<file path="src/hdl/tagger_pkg.sv">
package tagger_pkg;

	// ************************************************************
	// Pulse sample format
	// ************************************************************

	localparam int NUM_CHAN = 4;           // Pulse inputs, fixed by the sample byte

	typedef logic [NUM_CHAN-1:0] chan_mask_t;    // One enable bit per channel
	typedef logic [3:0]          stamp_t;        // Free-running coarse time
	typedef logic [15:0]         drop_count_t;   // Saturates at all ones

	// One event per byte
	typedef struct packed {
		logic [NUM_CHAN-1:0] hits;    // Channels that fired
		stamp_t              stamp;   // Counter value at the edge
	} sample_t;

	// All channels live out of reset
	localparam chan_mask_t MASK_RESET = '1;

	// ************************************************************
	// Host command set
	// ************************************************************

	// Upper nibble of a command byte
	typedef logic [3:0] opcode_t;

	localparam opcode_t OP_SET_MASK  = 4'd1;   // Low nibble becomes the mask
	localparam opcode_t OP_GET_MASK  = 4'd2;   // Mask comes back in one byte
	localparam opcode_t OP_GET_DROPS = 4'd3;   // Drop count comes back low byte first
	localparam opcode_t OP_CLR_DROPS = 4'd4;   // Zero the drop count

	// Bytes left in a reply
	typedef logic [1:0] reply_cnt_t;

	localparam reply_cnt_t REPLY_LEN_MASK  = 2'd1;
	localparam reply_cnt_t REPLY_LEN_DROPS = 2'd2;

endpackage

</file>
<file path="src/hdl/pulse_queue.sv">
`timescale 1ns/1ps

module pulse_queue #(
	parameter int QUEUE_DEPTH = 16
) (
	input  logic                            fifo_clk,
	input  logic                            rst_n,
	input  logic [tagger_pkg::NUM_CHAN-1:0] pulse,        // Synchronous to fifo_clk
	input  tagger_pkg::chan_mask_t          chan_mask,
	input  logic                            sample_ack,   // Pop
	output tagger_pkg::sample_t             sample,       // Head of queue
	output logic                            sample_rdy,   // Queue not empty
	output logic                            drop_pulse
);
	import tagger_pkg::*;

	localparam int PTR_W = (QUEUE_DEPTH > 1) ? $clog2(QUEUE_DEPTH) : 1;
	localparam int CNT_W = $clog2(QUEUE_DEPTH + 1);

	typedef logic [PTR_W-1:0] ptr_t;
	typedef logic [CNT_W-1:0] cnt_t;

	logic [NUM_CHAN-1:0] pulse_q;        // Previous pulse levels
	logic [NUM_CHAN-1:0] hits;           // Enabled rising edges
	stamp_t              stamp_cnt;
	sample_t             event_q;        // Event waiting for push
	logic                event_vld;
	sample_t             mem [QUEUE_DEPTH];
	ptr_t                wr_ptr;
	ptr_t                rd_ptr;
	cnt_t                fill;
	logic                full;
	logic                push;
	logic                pop;

	function automatic ptr_t next_ptr(input ptr_t p);
		if (p == ptr_t'(QUEUE_DEPTH - 1))
			return '0;                          // Wrap for any depth
		return p + 1'b1;
	endfunction

	// ************************************************************
	// Edge capture and time stamp
	// ************************************************************

	assign hits = pulse & ~pulse_q & chan_mask;

	always_ff @(posedge fifo_clk)
	begin
		if (!rst_n)
		begin
			pulse_q   <= '0;
			stamp_cnt <= '0;
			event_vld <= 1'b0;
		end
		else
		begin
			pulse_q   <= pulse;
			stamp_cnt <= stamp_cnt + 1'b1;      // Free running
			event_vld <= |hits;
		end
	end

	always_ff @(posedge fifo_clk)
	begin
		event_q.hits  <= hits;
		event_q.stamp <= stamp_cnt;             // Time of the sampling edge
	end

	// ************************************************************
	// Circular buffer with fall-through head
	// ************************************************************

	assign full       = (fill == cnt_t'(QUEUE_DEPTH));
	assign push       = event_vld && !full;       // Full at the push edge loses the event
	assign drop_pulse = event_vld && full;
	assign pop        = sample_ack && sample_rdy;
	assign sample_rdy = (fill != '0);
	assign sample     = mem[rd_ptr];

	always_ff @(posedge fifo_clk)
	begin
		if (push)
			mem[wr_ptr] <= event_q;
	end

	always_ff @(posedge fifo_clk)
	begin
		if (!rst_n)
		begin
			wr_ptr <= '0;
			rd_ptr <= '0;
			fill   <= '0;
		end
		else
		begin
			if (push)
				wr_ptr <= next_ptr(wr_ptr);
			if (pop)
				rd_ptr <= next_ptr(rd_ptr);
			if (push && !pop)
				fill <= fill + 1'b1;
			else if (pop && !push)
				fill <= fill - 1'b1;
		end
	end

	// Link pops only a queue with data
	a_no_underflow: assert property (@(posedge fifo_clk) disable iff (!rst_n)
		sample_ack |-> sample_rdy);

	a_fill_bound: assert property (@(posedge fifo_clk) disable iff (!rst_n)
		fill <= cnt_t'(QUEUE_DEPTH));

endmodule

</file>
<file path="config.mk">
export PLATFORM = sky130hd
export DESIGN_NAME = pulse_queue
export DESIGN_NICKNAME = d
export VERILOG_FILES = /design/src/hdl/tagger_pkg.sv /design/src/hdl/pulse_queue.sv
export SDC_FILE = /design/constraint.sdc
export NUM_CORES = 1
export LEC_CHECK = 0
export CELL_PAD_IN_SITES_DETAIL_PLACEMENT = 0
export CELL_PAD_IN_SITES_GLOBAL_PLACEMENT = 1
export CORE_ASPECT_RATIO = 0.9
export CORE_MARGIN = 1
export CORE_UTILIZATION = 39
export CTS_CLUSTER_DIAMETER = 50
export DETAILED_ROUTE_END_ITERATION = 6
export DONT_BUFFER_PORTS = 1
export MAX_ROUTING_LAYER = met4
export PLACE_DENSITY_LB_ADDON = 0.1
export SLEW_MARGIN = 5
export SYNTH_ARGS = -nofsm -noshare
export SYNTH_HDL_FRONTEND = slang
export SYNTH_SLANG_ARGS = --single-unit
</file>
<file path="constraint.sdc">
create_clock -name fifo_clk -period 2.7 [get_ports fifo_clk]
set_input_delay 0.27 -clock fifo_clk [delete_from_list [all_inputs] [get_ports fifo_clk]]
set_output_delay 0.27 -clock fifo_clk [all_outputs]
set_load 0.01 [all_outputs]
</file>
Word-level counts from Yosys, hierarchy flattened
Memory sizes are Yosys's and may differ from the RTL's. A register that Yosys moved wholly into a read port is not among the register bits.
Index checks and enable logic that the tools add are counted.
Widths: inputs -> output; s select.
{"block": "word_totals", "output_inout_bits": 10, "register_bits": 30, "n_memories": 1, "mem_bits_rw": 128, "elab_cells": 47}
{"memory": "mem", "depth": 16, "width": 8, "rd": 1, "rd_ports_with_merged_regs": 1, "write_ports": 1, "line": "pulse_queue.sv:28", "source": "sample_t mem [QUEUE_DEPTH];"}
{"block": "op_classes", "bitwise_logic": 3, "muxes": 16, "n_addsub": 5, "eq_ne": 3, "reduce_logical": 11}
{"operator": "$mux 4", "count": 6}
{"operator": "$add 4x1->4 const B", "count": 3}
{"operator": "$mux 5", "count": 2}
{"operator": "$and 4x4->4", "count": 2}
{"operator": "$eq 4x4->1 const B", "count": 2}
{"operator": "$mux 1", "count": 8}
{"operator": "$add 5x1->5 const B", "count": 1}
{"operator": "$eq 5x5->1 const B", "count": 1}
{"operator": "$logic_and 1x1->1", "count": 5}
{"operator": "$reduce_bool 5->1", "count": 1}
{"operator": "$sub 5x1->5 const B", "count": 1}
{"operator": "$not 4->4", "count": 1}
{"operator": "$reduce_or 4->1", "count": 1}
{"operator": "$logic_not 1->1", "count": 3}
{"operator": "$reduce_bool 2->1", "count": 1}

Depth between registers and ports, before layout
{"block": "depth", "ltp_word": 7, "ltp_mapped": 10, "depth_no_buf": 10}

Least setup slack after synthesis
No wires, ideal clock.
{"block": "synth_timing", "path_type": "reg-to-reg", "from": "reg fill[0]", "to": "reg fill[3]", "setup_slack_ps": 100, "n_path_buf": 0, "arrival_ps": 2537, "path_stages_with_launch": 10, "cell_sequence": "dfxtp_1 > or4_4 > o21ai_2 > ha_1 > inv_1 > ha_1 > a21o_1 > a21oi_1 > or4b_2 > nand3_1"}
{"block": "synth_via", "elab_chain_len": 6}
{"item": "start, declared", "line": "pulse_queue.sv:31", "source": "cnt_t fill;"}
{"item": "start signal, assigned", "line": "pulse_queue.sv:102", "source": "fill <= fill + 1'b1;"}
{"item": "start signal, assigned", "line": "pulse_queue.sv:104", "source": "fill <= fill - 1'b1;"}
{"item": "parallel branches: the longest is 6 deep, another holds $sub 5x1->5"}
Parallel ways; which one is timed is not known. The select of a mux whose other input is x is not followed.
A chain may end at the register's enable or synchronous reset.

Worst setup path after layout
{"block": "layout_timing", "from": "reg fill[1]", "to": "reg fill[3]"}
The elaborated chain is that of the path after synthesis.

==> out/qor.yml <==
synthCells: 350
numCtsBuffers: 17
yosysWarningCount: 0
diodes: 0
vias_per_cell: 5.154
synthXorXnorAreaFrac: 0.006985
ir_drop_mv: 0.4588
synth_cell_types: 41
fp.coreArea_um2: 15550
synth_top_family_by_area: "multiplexers"
start_util: 0.4032
synthFlopType: "edfxtp_1"
die_y_um: 122.3
synth_area_per_cell_um2: 17.91
slew_viol_final: 0
synth_nets: 372
clock_skew_ps: 9.166
n_fill_cell: 1321
nNetsFinal: 398
power_density_nw_per_um2: 865.3
antenna_found_initial: 0
hold_class: "in2reg"
synth_simple_gate_area_share: 0.07064
htree_levels: 4
hold_viol_final: 0
cp_max_fo: 5
finalCriticalPeriod_ps: 2547
muxShareOfSynthArea: 0.1213
synth.largest_area_cell: "edfxtp_1"
clock.fmax_mhz: 392.7
synth_fa_ha_area_frac: 0.02315
grt_max_degree: 33
setup_slack_ps: 153.4
cts_tree: "built"
hold-worst-slack_ps: 17.53
place_inst: 547
worst_pin_slew_ps: 1161
grt_first_pass_wirelength_um: 19390
rows: 43
dr_total_vias: 3046
firstDrtPassIters: 4
yosysMostFrequentCell: "edfxtp_1"
synth_edf_count: 128
die_area_um2: 16590
start_kind: "flip-flop"
status: "complete, no violations"
finalSetupViolCount: 0
wl_per_cell_um: 21.45
grt_pass1_vias: 3238
slew_headroom: 0.2238
port_buffers: 0
place.gp.congestion: 0.7658
leakagePower_uw: 0.002436
ys_top_cells_by_count: "128 x edfxtp_1, 34 x dfxtp_1, 32 x mux4_2"
tns_ps: 0
clock_latency_ps: 420
ios: 21
fin_crit_sh: 0.9432
drive_gt1_frac: 0.2134
synthArstFlopShare: 0
clk_pin_slew_ps: 60
cp-end-kind: "flip-flop"
cts_root_buf: "clkbuf_16"
grt_overflow: 0
die_w_um: 135.7
drc_errors: 0
synth_top_area_share: 0.6131
drtIter0Drc: 152
antenna_left: 0
syn2layout_area_growth_pct: 16.20
place_ws_ps: 130.8
crit_arrival_ps: 2910
rsz0062_at_grt: "false"
clock_sinks: 162
grt.total_usage: 0.1747
cts_buffer_depth: 2
dp_hpwl_um: 7835
finalNonFillerCells: 591
wirelength_um: 12680
drv_cap: 0
netlist_area_um2: 6270
postCtsSetupRepairBufs: 0
yosysSeqAreaShare: 0.7216
ys_seq_elements: 162
p_total_uw: 6304
synth_area_leaders: "edfxtp_1 61%, mux4_2 11%, dfxtp_1 11%, and2_1 2.3%, ha_1 2.0%"
worst_ep_required_time_ps: 3060
synth-compound-area-share: 0.04311
crit_type: "reg2reg"
## final timing paths
path / depth (start not counted) / start / end / slack (ps)
worst max-delay path: 9 / fill[1] / fill[3] / 150
worst min-delay path: 2 / pulse[0] / event_q[4] / 20
worst max register to register: 9 / fill[1] / fill[3] / 150
worst min register to register: 0 / stamp_cnt[3] / event_q[3] / 380
## state kept, by name, summed over array words and instances, names as in the netlist, named ones only
| signal | cells |
|---|---|
| mem | 128 |
| stamp_cnt | 4 |
| fill | 5 |
| event_vld | 1 |
| rd_ptr | 4 |
| wr_ptr | 4 |
| pulse_q | 4 |
| event_q | 8 |
## through the flow
| stage | area [um^2] | util |
|---|---|---|
| floorplan | 6270 | - |
| global placement | 6580 | 0.4232 |
| detailed placement | 6580 | 0.4232 |
| CTS | 7276 | 0.4679 |
| global route | 7286 | 0.4686 |
| finish | 7286 | 0.4686 |
## where the power goes
| part | internal [uW] | switching [uW] | leakage [uW] | total, uW |
|---|---|---|---|---|
| registers | 2790 | 95.4 | 0.00144 | 2880 |
| logic | 533 | 548 | 0.000714 | 1080 |
| clock network | 1440 | 900 | 0.000279 | 2340 |
| total | 4760 | 1540 | 0.00244 | 6300 |
## critical path, cell delays in order, from the launching register on
cell     delay, ps
dfxtp_1        360
or4_4          580
o21ai_4        150
ha_2           200
inv_2           60
ha_1           270
a21o_1         110
a21oi_1         70
or4b_2         600
nand3_1         80
## kinds of logic (layout without fill, tap and decap cells)
family,Yosys count,after routing
flip-flops,162,162
AND/OR/NAND/NOR,80,80
multiplexers,36,36
AO/OA/AOI/OAI,35,35
buffers and inverters,21,60
adder cells (fa/ha/maj),11,11
XOR/XNOR,5,5
## per-layer routing
metal  wire [um]  GRT usage  share of wire  vias up
met4          88    0.04635         0.0069        0
met1        6200     0.2291           0.49     1571
li1            -          -              -     1429
met2        5924     0.2621           0.47       38
met3         466    0.05618          0.037        8
met5           0          -              0        -
## cells in the final DEF, fill, tap and decap left out, types with 4 or more instances in the layout
master / count
nor2_1: 6
buf_4: 10
dlygate4sd3_1: 12
nor4b_2: 4
and2_1: 23
nand2_1: 25
edfxtp_1: 128
mux2i_1: 4
mux4_2: 32
dfxtp_1: 33
a22oi_1: 16
clkinv_2: 4
xnor2_1: 4
nand3_1: 7
clkbuf_16: 17
nor2b_1: 5
ha_1: 9
## layout make-up
type                            count  area (um^2)  share of cell area
Clock buffer                       20        436.7             0.05993
Clock inverter                     12        138.9             0.01906
Inverter                            5        18.77            0.002576
Multi-Input combinational cell    167         1698              0.2330
Sequential cell                   162         4526              0.6212
Tap cell                          202        252.7             0.03469
Timing Repair Buffer               23        215.2             0.02954
## repair_timing
item                                    4_1_cts  5_1_grt
hold buffers                                 12        0
hold endpoints to repair                     22        0
endpoints found under the setup margin        0        2
resized for setup                             0        3
Note: power is estimated with default switching activity, not from simulation.
