### src/hdl/fx2_pkg.sv
package fx2_pkg;

	// ************************************************************
	// FX2 slave-FIFO bus types
	// ************************************************************

	typedef logic [7:0] fx2_byte_t;    // One word on the FD bus
	typedef logic [1:0] fx2_addr_t;    // FIFOADR pin code

	// FIFOADR codes for the three endpoints in use
	localparam fx2_addr_t FX2_ADDR_CMD    = 2'd0;   // Host commands arrive in FIFO2
	localparam fx2_addr_t FX2_ADDR_SAMPLE = 2'd2;   // Sample stream leaves through FIFO6
	localparam fx2_addr_t FX2_ADDR_REPLY  = 2'd3;   // Command replies leave through FIFO8

	// Flag pins after inversion to active high
	// Bit order matches the FLAGS pins
	typedef struct packed {
		logic reply_room;    // FIFO8 not full
		logic sample_room;   // FIFO6 not full
		logic cmd_avail;     // FIFO2 holds data
	} fx2_flags_t;

	// ************************************************************
	// Link arbiter states
	// ************************************************************

	typedef enum logic [2:0] {
		LINK_IDLE,         // Waiting for work
		LINK_SAMPLE_TX,    // Streaming samples into FIFO6
		LINK_CMD_TURN,     // Bus turnaround before reading FIFO2
		LINK_CMD_RX,       // Reading host bytes
		LINK_REPLY_TX,     // Writing reply bytes into FIFO8
		LINK_REPLY_END,    // Packet end strobe
		LINK_REPLY_TURN    // One quiet cycle after the packet
	} link_state_t;

endpackage

### src/hdl/tagger_pkg.sv
package tagger_pkg;

	// ************************************************************
	// Pulse sample format
	// ************************************************************

	localparam int NUM_CHAN = 4;           // Pulse inputs, fixed by the sample byte

	typedef logic [NUM_CHAN-1:0] chan_mask_t;    // One enable bit per channel
	typedef logic [3:0]          stamp_t;        // Free-running coarse time
	typedef logic [15:0]         drop_count_t;   // Saturates at all ones

	// One event per byte
	typedef struct packed {
		logic [NUM_CHAN-1:0] hits;    // Channels that fired
		stamp_t              stamp;   // Counter value at the edge
	} sample_t;

	// All channels live out of reset
	localparam chan_mask_t MASK_RESET = '1;

	// ************************************************************
	// Host command set
	// ************************************************************

	// Upper nibble of a command byte
	typedef logic [3:0] opcode_t;

	localparam opcode_t OP_SET_MASK  = 4'd1;   // Low nibble becomes the mask
	localparam opcode_t OP_GET_MASK  = 4'd2;   // Mask comes back in one byte
	localparam opcode_t OP_GET_DROPS = 4'd3;   // Drop count comes back low byte first
	localparam opcode_t OP_CLR_DROPS = 4'd4;   // Zero the drop count

	// Bytes left in a reply
	typedef logic [1:0] reply_cnt_t;

	localparam reply_cnt_t REPLY_LEN_MASK  = 2'd1;
	localparam reply_cnt_t REPLY_LEN_DROPS = 2'd2;

endpackage

### src/hdl/cmd_engine.sv
`timescale 1ns/1ps

module cmd_engine (
	input  logic                   fifo_clk,
	input  logic                   rst_n,
	// Host bytes from the link
	input  fx2_pkg::fx2_byte_t     cmd,
	input  logic                   cmd_wr,
	// One strobe per lost event
	input  logic                   drop_pulse,
	// Reply stream
	output fx2_pkg::fx2_byte_t     reply,
	output logic                   reply_rdy,
	output logic                   reply_end,
	input  logic                   reply_ack,
	// Channel enables for the pulse front end
	output tagger_pkg::chan_mask_t chan_mask
);
	import fx2_pkg::*;
	import tagger_pkg::*;

	opcode_t     opcode;
	chan_mask_t  arg;            // Argument nibble
	drop_count_t drops;
	reply_cnt_t  reply_left;     // Bytes still to send
	fx2_byte_t   reply_next;     // Second byte of a two-byte reply
	logic        do_set_mask;
	logic        do_get_mask;
	logic        do_get_drops;
	logic        do_clr_drops;

	// ************************************************************
	// Decode
	// ************************************************************

	assign opcode = opcode_t'(cmd[7:4]);
	assign arg    = chan_mask_t'(cmd[3:0]);

	assign do_set_mask  = cmd_wr && (opcode == OP_SET_MASK);
	assign do_clr_drops = cmd_wr && (opcode == OP_CLR_DROPS);
	// Reply requests are dropped while a reply is pending
	assign do_get_mask  = cmd_wr && (opcode == OP_GET_MASK) && !reply_rdy;
	assign do_get_drops = cmd_wr && (opcode == OP_GET_DROPS) && !reply_rdy;

	// ************************************************************
	// Mask and drop counter
	// ************************************************************

	always_ff @(posedge fifo_clk)
	begin
		if (!rst_n)
			chan_mask <= MASK_RESET;
		else if (do_set_mask)
			chan_mask <= arg;
	end

	always_ff @(posedge fifo_clk)
	begin
		if (!rst_n)
			drops <= '0;
		else if (do_clr_drops)
			drops <= '0;                        // Clear beats a drop in the same cycle
		else if (drop_pulse && !(&drops))
			drops <= drops + 1'b1;              // Sticks at all ones
	end

	// ************************************************************
	// Reply sequencer
	// ************************************************************

	always_ff @(posedge fifo_clk)
	begin
		if (!rst_n)
			reply_left <= '0;
		else if (do_get_mask)
			reply_left <= REPLY_LEN_MASK;
		else if (do_get_drops)
			reply_left <= REPLY_LEN_DROPS;
		else if (reply_ack && reply_rdy)
			reply_left <= reply_left - 1'b1;
	end

	// Reply bytes with the count snapshot taken at the command
	always_ff @(posedge fifo_clk)
	begin
		if (do_get_mask)
			reply <= fx2_byte_t'(chan_mask);    // Mask in the low nibble
		else if (do_get_drops)
		begin
			reply      <= drops[7:0];           // Low byte first
			reply_next <= drops[15:8];
		end
		else if (reply_ack)
			reply <= reply_next;
	end

	assign reply_rdy = (reply_left != '0);
	assign reply_end = (reply_left == reply_cnt_t'(1));

	// Last-byte marker only with a byte on offer
	a_end_has_rdy: assert property (@(posedge fifo_clk) disable iff (!rst_n)
		reply_end |-> reply_rdy);

	// Link acks only a byte that is on offer
	a_ack_has_rdy: assert property (@(posedge fifo_clk) disable iff (!rst_n)
		reply_ack |-> reply_rdy);

endmodule

### config.mk
export PLATFORM = sky130hd
export DESIGN_NAME = cmd_engine
export DESIGN_NICKNAME = d
export VERILOG_FILES = /design/src/hdl/fx2_pkg.sv /design/src/hdl/tagger_pkg.sv /design/src/hdl/cmd_engine.sv
export SDC_FILE = /design/constraint.sdc
export NUM_CORES = 1
export LEC_CHECK = 0
export ABC_AREA = 1
export BUFFER_PORTS_ARGS = -buffer_cell sky130_fd_sc_hd__buf_4
export CORE_MARGIN = 2
export CORE_UTILIZATION = 40
export DETAILED_ROUTE_END_ITERATION = 8
export PLACE_DENSITY_LB_ADDON = 0.05
export SYNTH_ARGS = -nofsm -noshare
export SYNTH_HDL_FRONTEND = slang
export SYNTH_SLANG_ARGS = --single-unit
### constraint.sdc
create_clock -name fifo_clk -period 2 [get_ports fifo_clk]
set_input_delay 0.2 -clock fifo_clk [delete_from_list [all_inputs] [get_ports fifo_clk]]
set_output_delay 0.2 -clock fifo_clk [all_outputs]
set_load 0.05 [all_outputs]
# Word level (Yosys, flattened, before mapping)
# Index checks and enable logic that the tools add are counted.
[word_totals] inputBits=13 register_bits=38 word_cells=41 out_inout_bits=14
[classes] bitwise=2 eq_ne=5 reduce_logical=19 mux=6 n_addsub=2
[op_table] operator="$add A16 B1 Y16 const B" n=1
[op_table] operator="$mux W8" n=2
[op_table] operator="$reduce_and A16 Y1" n=1
[op_table] operator="$eq A4 B2 Y1 const B" n=2
[op_table] operator="$logic_and A1 B1 Y1" n=8
[op_table] operator="$reduce_bool A2 Y1" n=3
[op_table] operator="$reduce_bool A3 Y1" n=2
[op_table] operator="$eq A4 B1 Y1 const B" n=1
[op_table] operator="$eq A4 B3 Y1 const B" n=1
[op_table] operator="$mux W2" n=2
[op_table] operator="$mux W4" n=1
[op_table] operator="$reduce_or A2 Y1" n=2
[op_table] operator="$eq A2 B1 Y1 const B" n=1
[op_table] operator="$logic_not A1 Y1" n=2
[op_table] operator="$not A1 Y1" n=2
[op_table] operator="$reduce_and A2 Y1" n=1
[op_table] operator="$sub A2 B1 Y2 const B" n=1
[op_table] operator="$mux W1" n=1

# Depth between registers and ports, before layout
[logic_depth] depth_word=5 depth_mapped=10 mapped_depth_nobuf=10

# Worst setup path after synthesis
# OpenSTA, ideal clock, no wires.
[synth_timing] path_kind="register to register" start="register reply_left[0]" end="register reply_left[1]" arrival_ps=1289 stages_incl_launch_ff=9 setup_ps=113 path_slack_ps=599 path_buffers=0 required_time_ps=1887 period_less_slack_ps=1401 path_cell_list="dfxtp_1 > inv_1 > ha_1 > inv_1 > nand2_1 > nand2_1 > nand2_1 > nand3_1 > nor2_1"
[synth_between] elab_chain_len=4 word_cells_on_any_way=10 classes_between="1 x add/sub; 2 x mux; 7 x reduce/logical"
[synth_rtl] element="from (decl)" line="cmd_engine.sv:25" text="reply_cnt_t reply_left;"
[synth_rtl] element="from (signal assigned)" line="cmd_engine.sv:80" text="reply_left <= reply_left - 1'b1;"
[synth_rtl] element="$reduce_bool A2 Y1 *" line="cmd_engine.sv:97" text="assign reply_rdy = (reply_left != '0);"
[synth_rtl] element="via reply_rdy" line="cmd_engine.sv:13" text="output logic reply_rdy,"
[synth_rtl] element="$logic_not A1 Y1" line="cmd_engine.sv:42, cmd_engine.sv:43"
[synth_rtl] element="$logic_and A1 B1 Y1 (on tied branches)" line="cmd_engine.sv:43, cmd_engine.sv:42"
[synth_rtl] element="$mux W2 (tied with other cells)" line="cmd_engine.sv:77" text="else if (do_get_drops)"
# The timed path passes the listed nets; every way through them passes the cells marked *. The select of a mux whose other input is x is not followed.
# A chain may end at the register's enable or synchronous reset.

# Final worst setup path
[layout_timing] start="register reply_left[0]" end="register reply_next[3] (enable)"
[layout_between] elab_chain_len=5 word_cells_on_any_way=6 classes_between="1 x bitwise; 5 x reduce/logical"
[layout_rtl] element="$reduce_bool A2 Y1 *" line="cmd_engine.sv:97"
[layout_rtl] element="$logic_not A1 Y1 *" line="cmd_engine.sv:42, cmd_engine.sv:43"
[layout_rtl] element="$logic_and A1 B1 Y1" line="cmd_engine.sv:42" text="assign do_get_mask = cmd_wr && (opcode == OP_GET_MASK) && !reply_rdy;"
[layout_rtl] element="$not A1 Y1 (no source line)"
[layout_rtl] element="$reduce_and A2 Y1 (no source line) *"
[layout_rtl] element="to (signal assigned)" line="cmd_engine.sv:91" text="reply_next <= drops[15:8];"
[layout_rtl] element="to (decl)" line="cmd_engine.sv:26" text="fx2_byte_t reply_next;"
# Mark *: on every way between the ends. The rest lies on a longest branch, timed or not.

==> impl_metrics.json <==
{
  "setup_slack_ns": 0.422,
  "synth_cells": 250,
  "cts_setup_buffers": 0,
  "final_cells": 335,
  "netlist_area_mm2": 0.00184,
  "wl_um": 3980,
  "gr-usage-all-layers": 0.164,
  "dp_hpwl_um": 3030,
  "cts_buffer_depth": 2,
  "max_stage_delay_ns": 0.34,
  "ant_nets": 0,
  "die_w_um": 71.8,
  "tritoncts": "yes",
  "cts_buffers": 5,
  "drc": 0,
  "start_util": 0.420,
  "grt_pass1_vias": 1375,
  "seq_area_frac_synth": 0.479,
  "grt_pass1_wl_um": 6470,
  "min_path_type": "input pin to flop",
  "setup_viol": 0,
  "antenna_found_initial": 0,
  "period_share": 0.789,
  "die-area_mm2": 0.00516,
  "fin_nets": 298,
  "critPathCaptureType": "flop",
  "synth_area_leaders": "dfxtp_1 (28%), edfxtp_1 (20%), nand2_1 (16%), nor2_1 (9.4%), nand3_1 (5.4%)",
  "crit_chain": "inv_1 > ha_1 > nand3_1 > nor2_2 > nand2_1 > inv_2",
  "synth_seq_cells": 38,
  "p_leak_uw": 0.00101,
  "whs_ns": 0.108,
  "drv_slew": 0,
  "maxCapViolations": 0,
  "synth_top_area_cell": "dfxtp_1",
  "io_pins": 27,
  "worst_pin_slew_ns": 0.298,
  "grt_overflow": 0,
  "port_buffers": 26,
  "cts-htree-levels": 2,
  "crit_buf_inv": 2,
  "drt_first_pass_iters": 4,
  "avgViaCountPerCell": 4.75,
  "synth_top_cell_area_share": 0.283,
  "rows": 24,
  "grt_start_max_net_pins": 15,
  "clk_pin_slew_worst_paths_ns": 0.08,
  "fp.dieH_um": 71.8,
  "via_count": 1592,
  "core-area_mm2": 0.00438,
  "crit_fanout": 14,
  "start_kind": "flop",
  "stdcell_area_mm2": 0.00223,
  "fin_crit_ns": 1.58,
  "worstSetupPathType": "flop to flop",
  "synth_warnings": 0,
  "synth_nets": 266,
  "cp.arrival_ns": 1.55,
  "vdd_drop_max_mv": 0.437,
  "drive_above_1_share": 0.170,
  "post_dp_cell_area_mm2": 0.00209,
  "fin_setup_tns_ns": 0,
  "fillers": 452,
  "cts.sinks": 38,
  "status": "finished, final reports clean",
  "first_iter_violations": 49,
  "skew_ns": 0.00342,
  "ctsResizeCount": 0,
  "place_congestion": 0.783,
  "cts-root-buf": "clkbuf_8",
  "area.growth.synth_to_final_pct": 21.2,
  "synth_cell_types": 20,
  "clk-insertion-delay-late_ns": 0.29,
  "relSlewSlack": 0.801,
  "dp_slack_ns": 0.415,
  "wl_per_cell_um": 11.9,
  "power_density_mw_per_mm2": 830,
  "rsz0062_at_grt": "false",
  "avgSynthCellArea_um2": 7.36,
  "hold_buffers": 0,
  "hold_viol": 0,
  "fmax_ghz": 0.634,
  "required_ns": 1.97,
  "placedCellCount": 327,
  "crit_slowest_cell": "dfxtp_1",
  "n_antenna_cell": 0,
  "path_delay_family": "simple AND/OR/NAND/NOR gates"
}
==> cell usage after synthesis, drive strengths merged <==
| master | instances |
|---|---|
| a21oi | 15 |
| o21ai | 1 |
| a31oi | 2 |
| inv | 27 |
| dfxtp | 26 |
| a21o | 2 |
| nand4 | 3 |
| nor2 | 52 |
| xor2 | 1 |
| nand2 | 84 |
| buf | 2 |
| nand3 | 20 |
| ha | 3 |
| edfxtp | 12 |
==> path summary, 6_finish.rpt <==
path / start / end / slack, ns / cells after the start
max: reply_left[0] / reply_next[3] / 0.42 / 6
min: cmd[3] / chan_mask[3] / 0.11 / 3
max reg2reg: reply_left[0] / reply_next[3] / 0.42 / 6
min reg2reg: reply_left[1] / reply_left[1] / 0.49 / 2
==> cells in the final DEF, fill, tap and decap left out, types with 5 or more instances in the layout <==
cell and instances:
nand2_1 79, dfxtp_1 26, clkbuf_8 5, nand3_1 20, nor2_1 46, buf_4 27
nand2_2 5, a21oi_1 15, edfxtp_1 12, inv_1 26
==> where the power goes <==
group	leakage [uW]	total [uW]	switching [uW]	internal, uW
Combinational	0.000602	236	156	80.4
Clock	0.0000683	780	280	500
Sequential	0.000339	834	17.8	816
==> cells by family (layout without fill, tap and decap cells) <==
kind of cell / after synthesis / count (layout) / share of synthesized area
AOI/OAI and AO/OA: 20 / 20 / 0.0585
DFF: 38 / 38 / 0.479
and+or+nand+nor: 159 / 159 / 0.373
adders and majority gates: 3 / 3 / 0.0204
buffers and inverters: 29 / 62 / 0.0639
xor gates and xnor gates: 1 / 1 / 0.00476
==> metal layers <==
metal | GRT usage | share of wire | up-vias
met4 | 0.0587 | 0.013 | 0
met1 | 0.209 | 0.46 | 700
li1 | - | - | 851
met2 | 0.269 | 0.47 | 37
met3 | 0.0450 | 0.053 | 4
met5 | 0 | 0 | -
==> worst reg2reg max path: cells and delay by family, from the launching register on <==
| family | cells | cell delay, ns |
|---|---|---|
| simple gates | 3 | 0.43 |
| flops | 1 | 0.34 |
| buf+inv | 2 | 0.32 |
| fa+ha+maj | 1 | 0.16 |
==> layout make-up <==
type / count / area (um^2) / share of cell area
clock inverters: 3 / 68.8 / 0.0309
repair buffers: 27 / 203 / 0.0910
multi-input cells: 183 / 841 / 0.377
inverters: 27 / 101 / 0.0455
flip-flops and latches: 38 / 881 / 0.395
clock buffers: 5 / 68.8 / 0.0309
well taps: 52 / 65.1 / 0.0292
==> per-stage QoR <==
step	utilization	power (uW)
after global routing	0.508	1930
final	0.508	1850
after floorplan	-	1010
after global placement	0.477	1090
after CTS	0.508	1880
after detailed placement	0.477	1090
==> state kept, by name (all words and copies together) (netlist names) <==
register and flops:
reply 8, reply_next 8, chan_mask 4, reply_left 2, drops 16
Power figures use the tool's default switching activity.
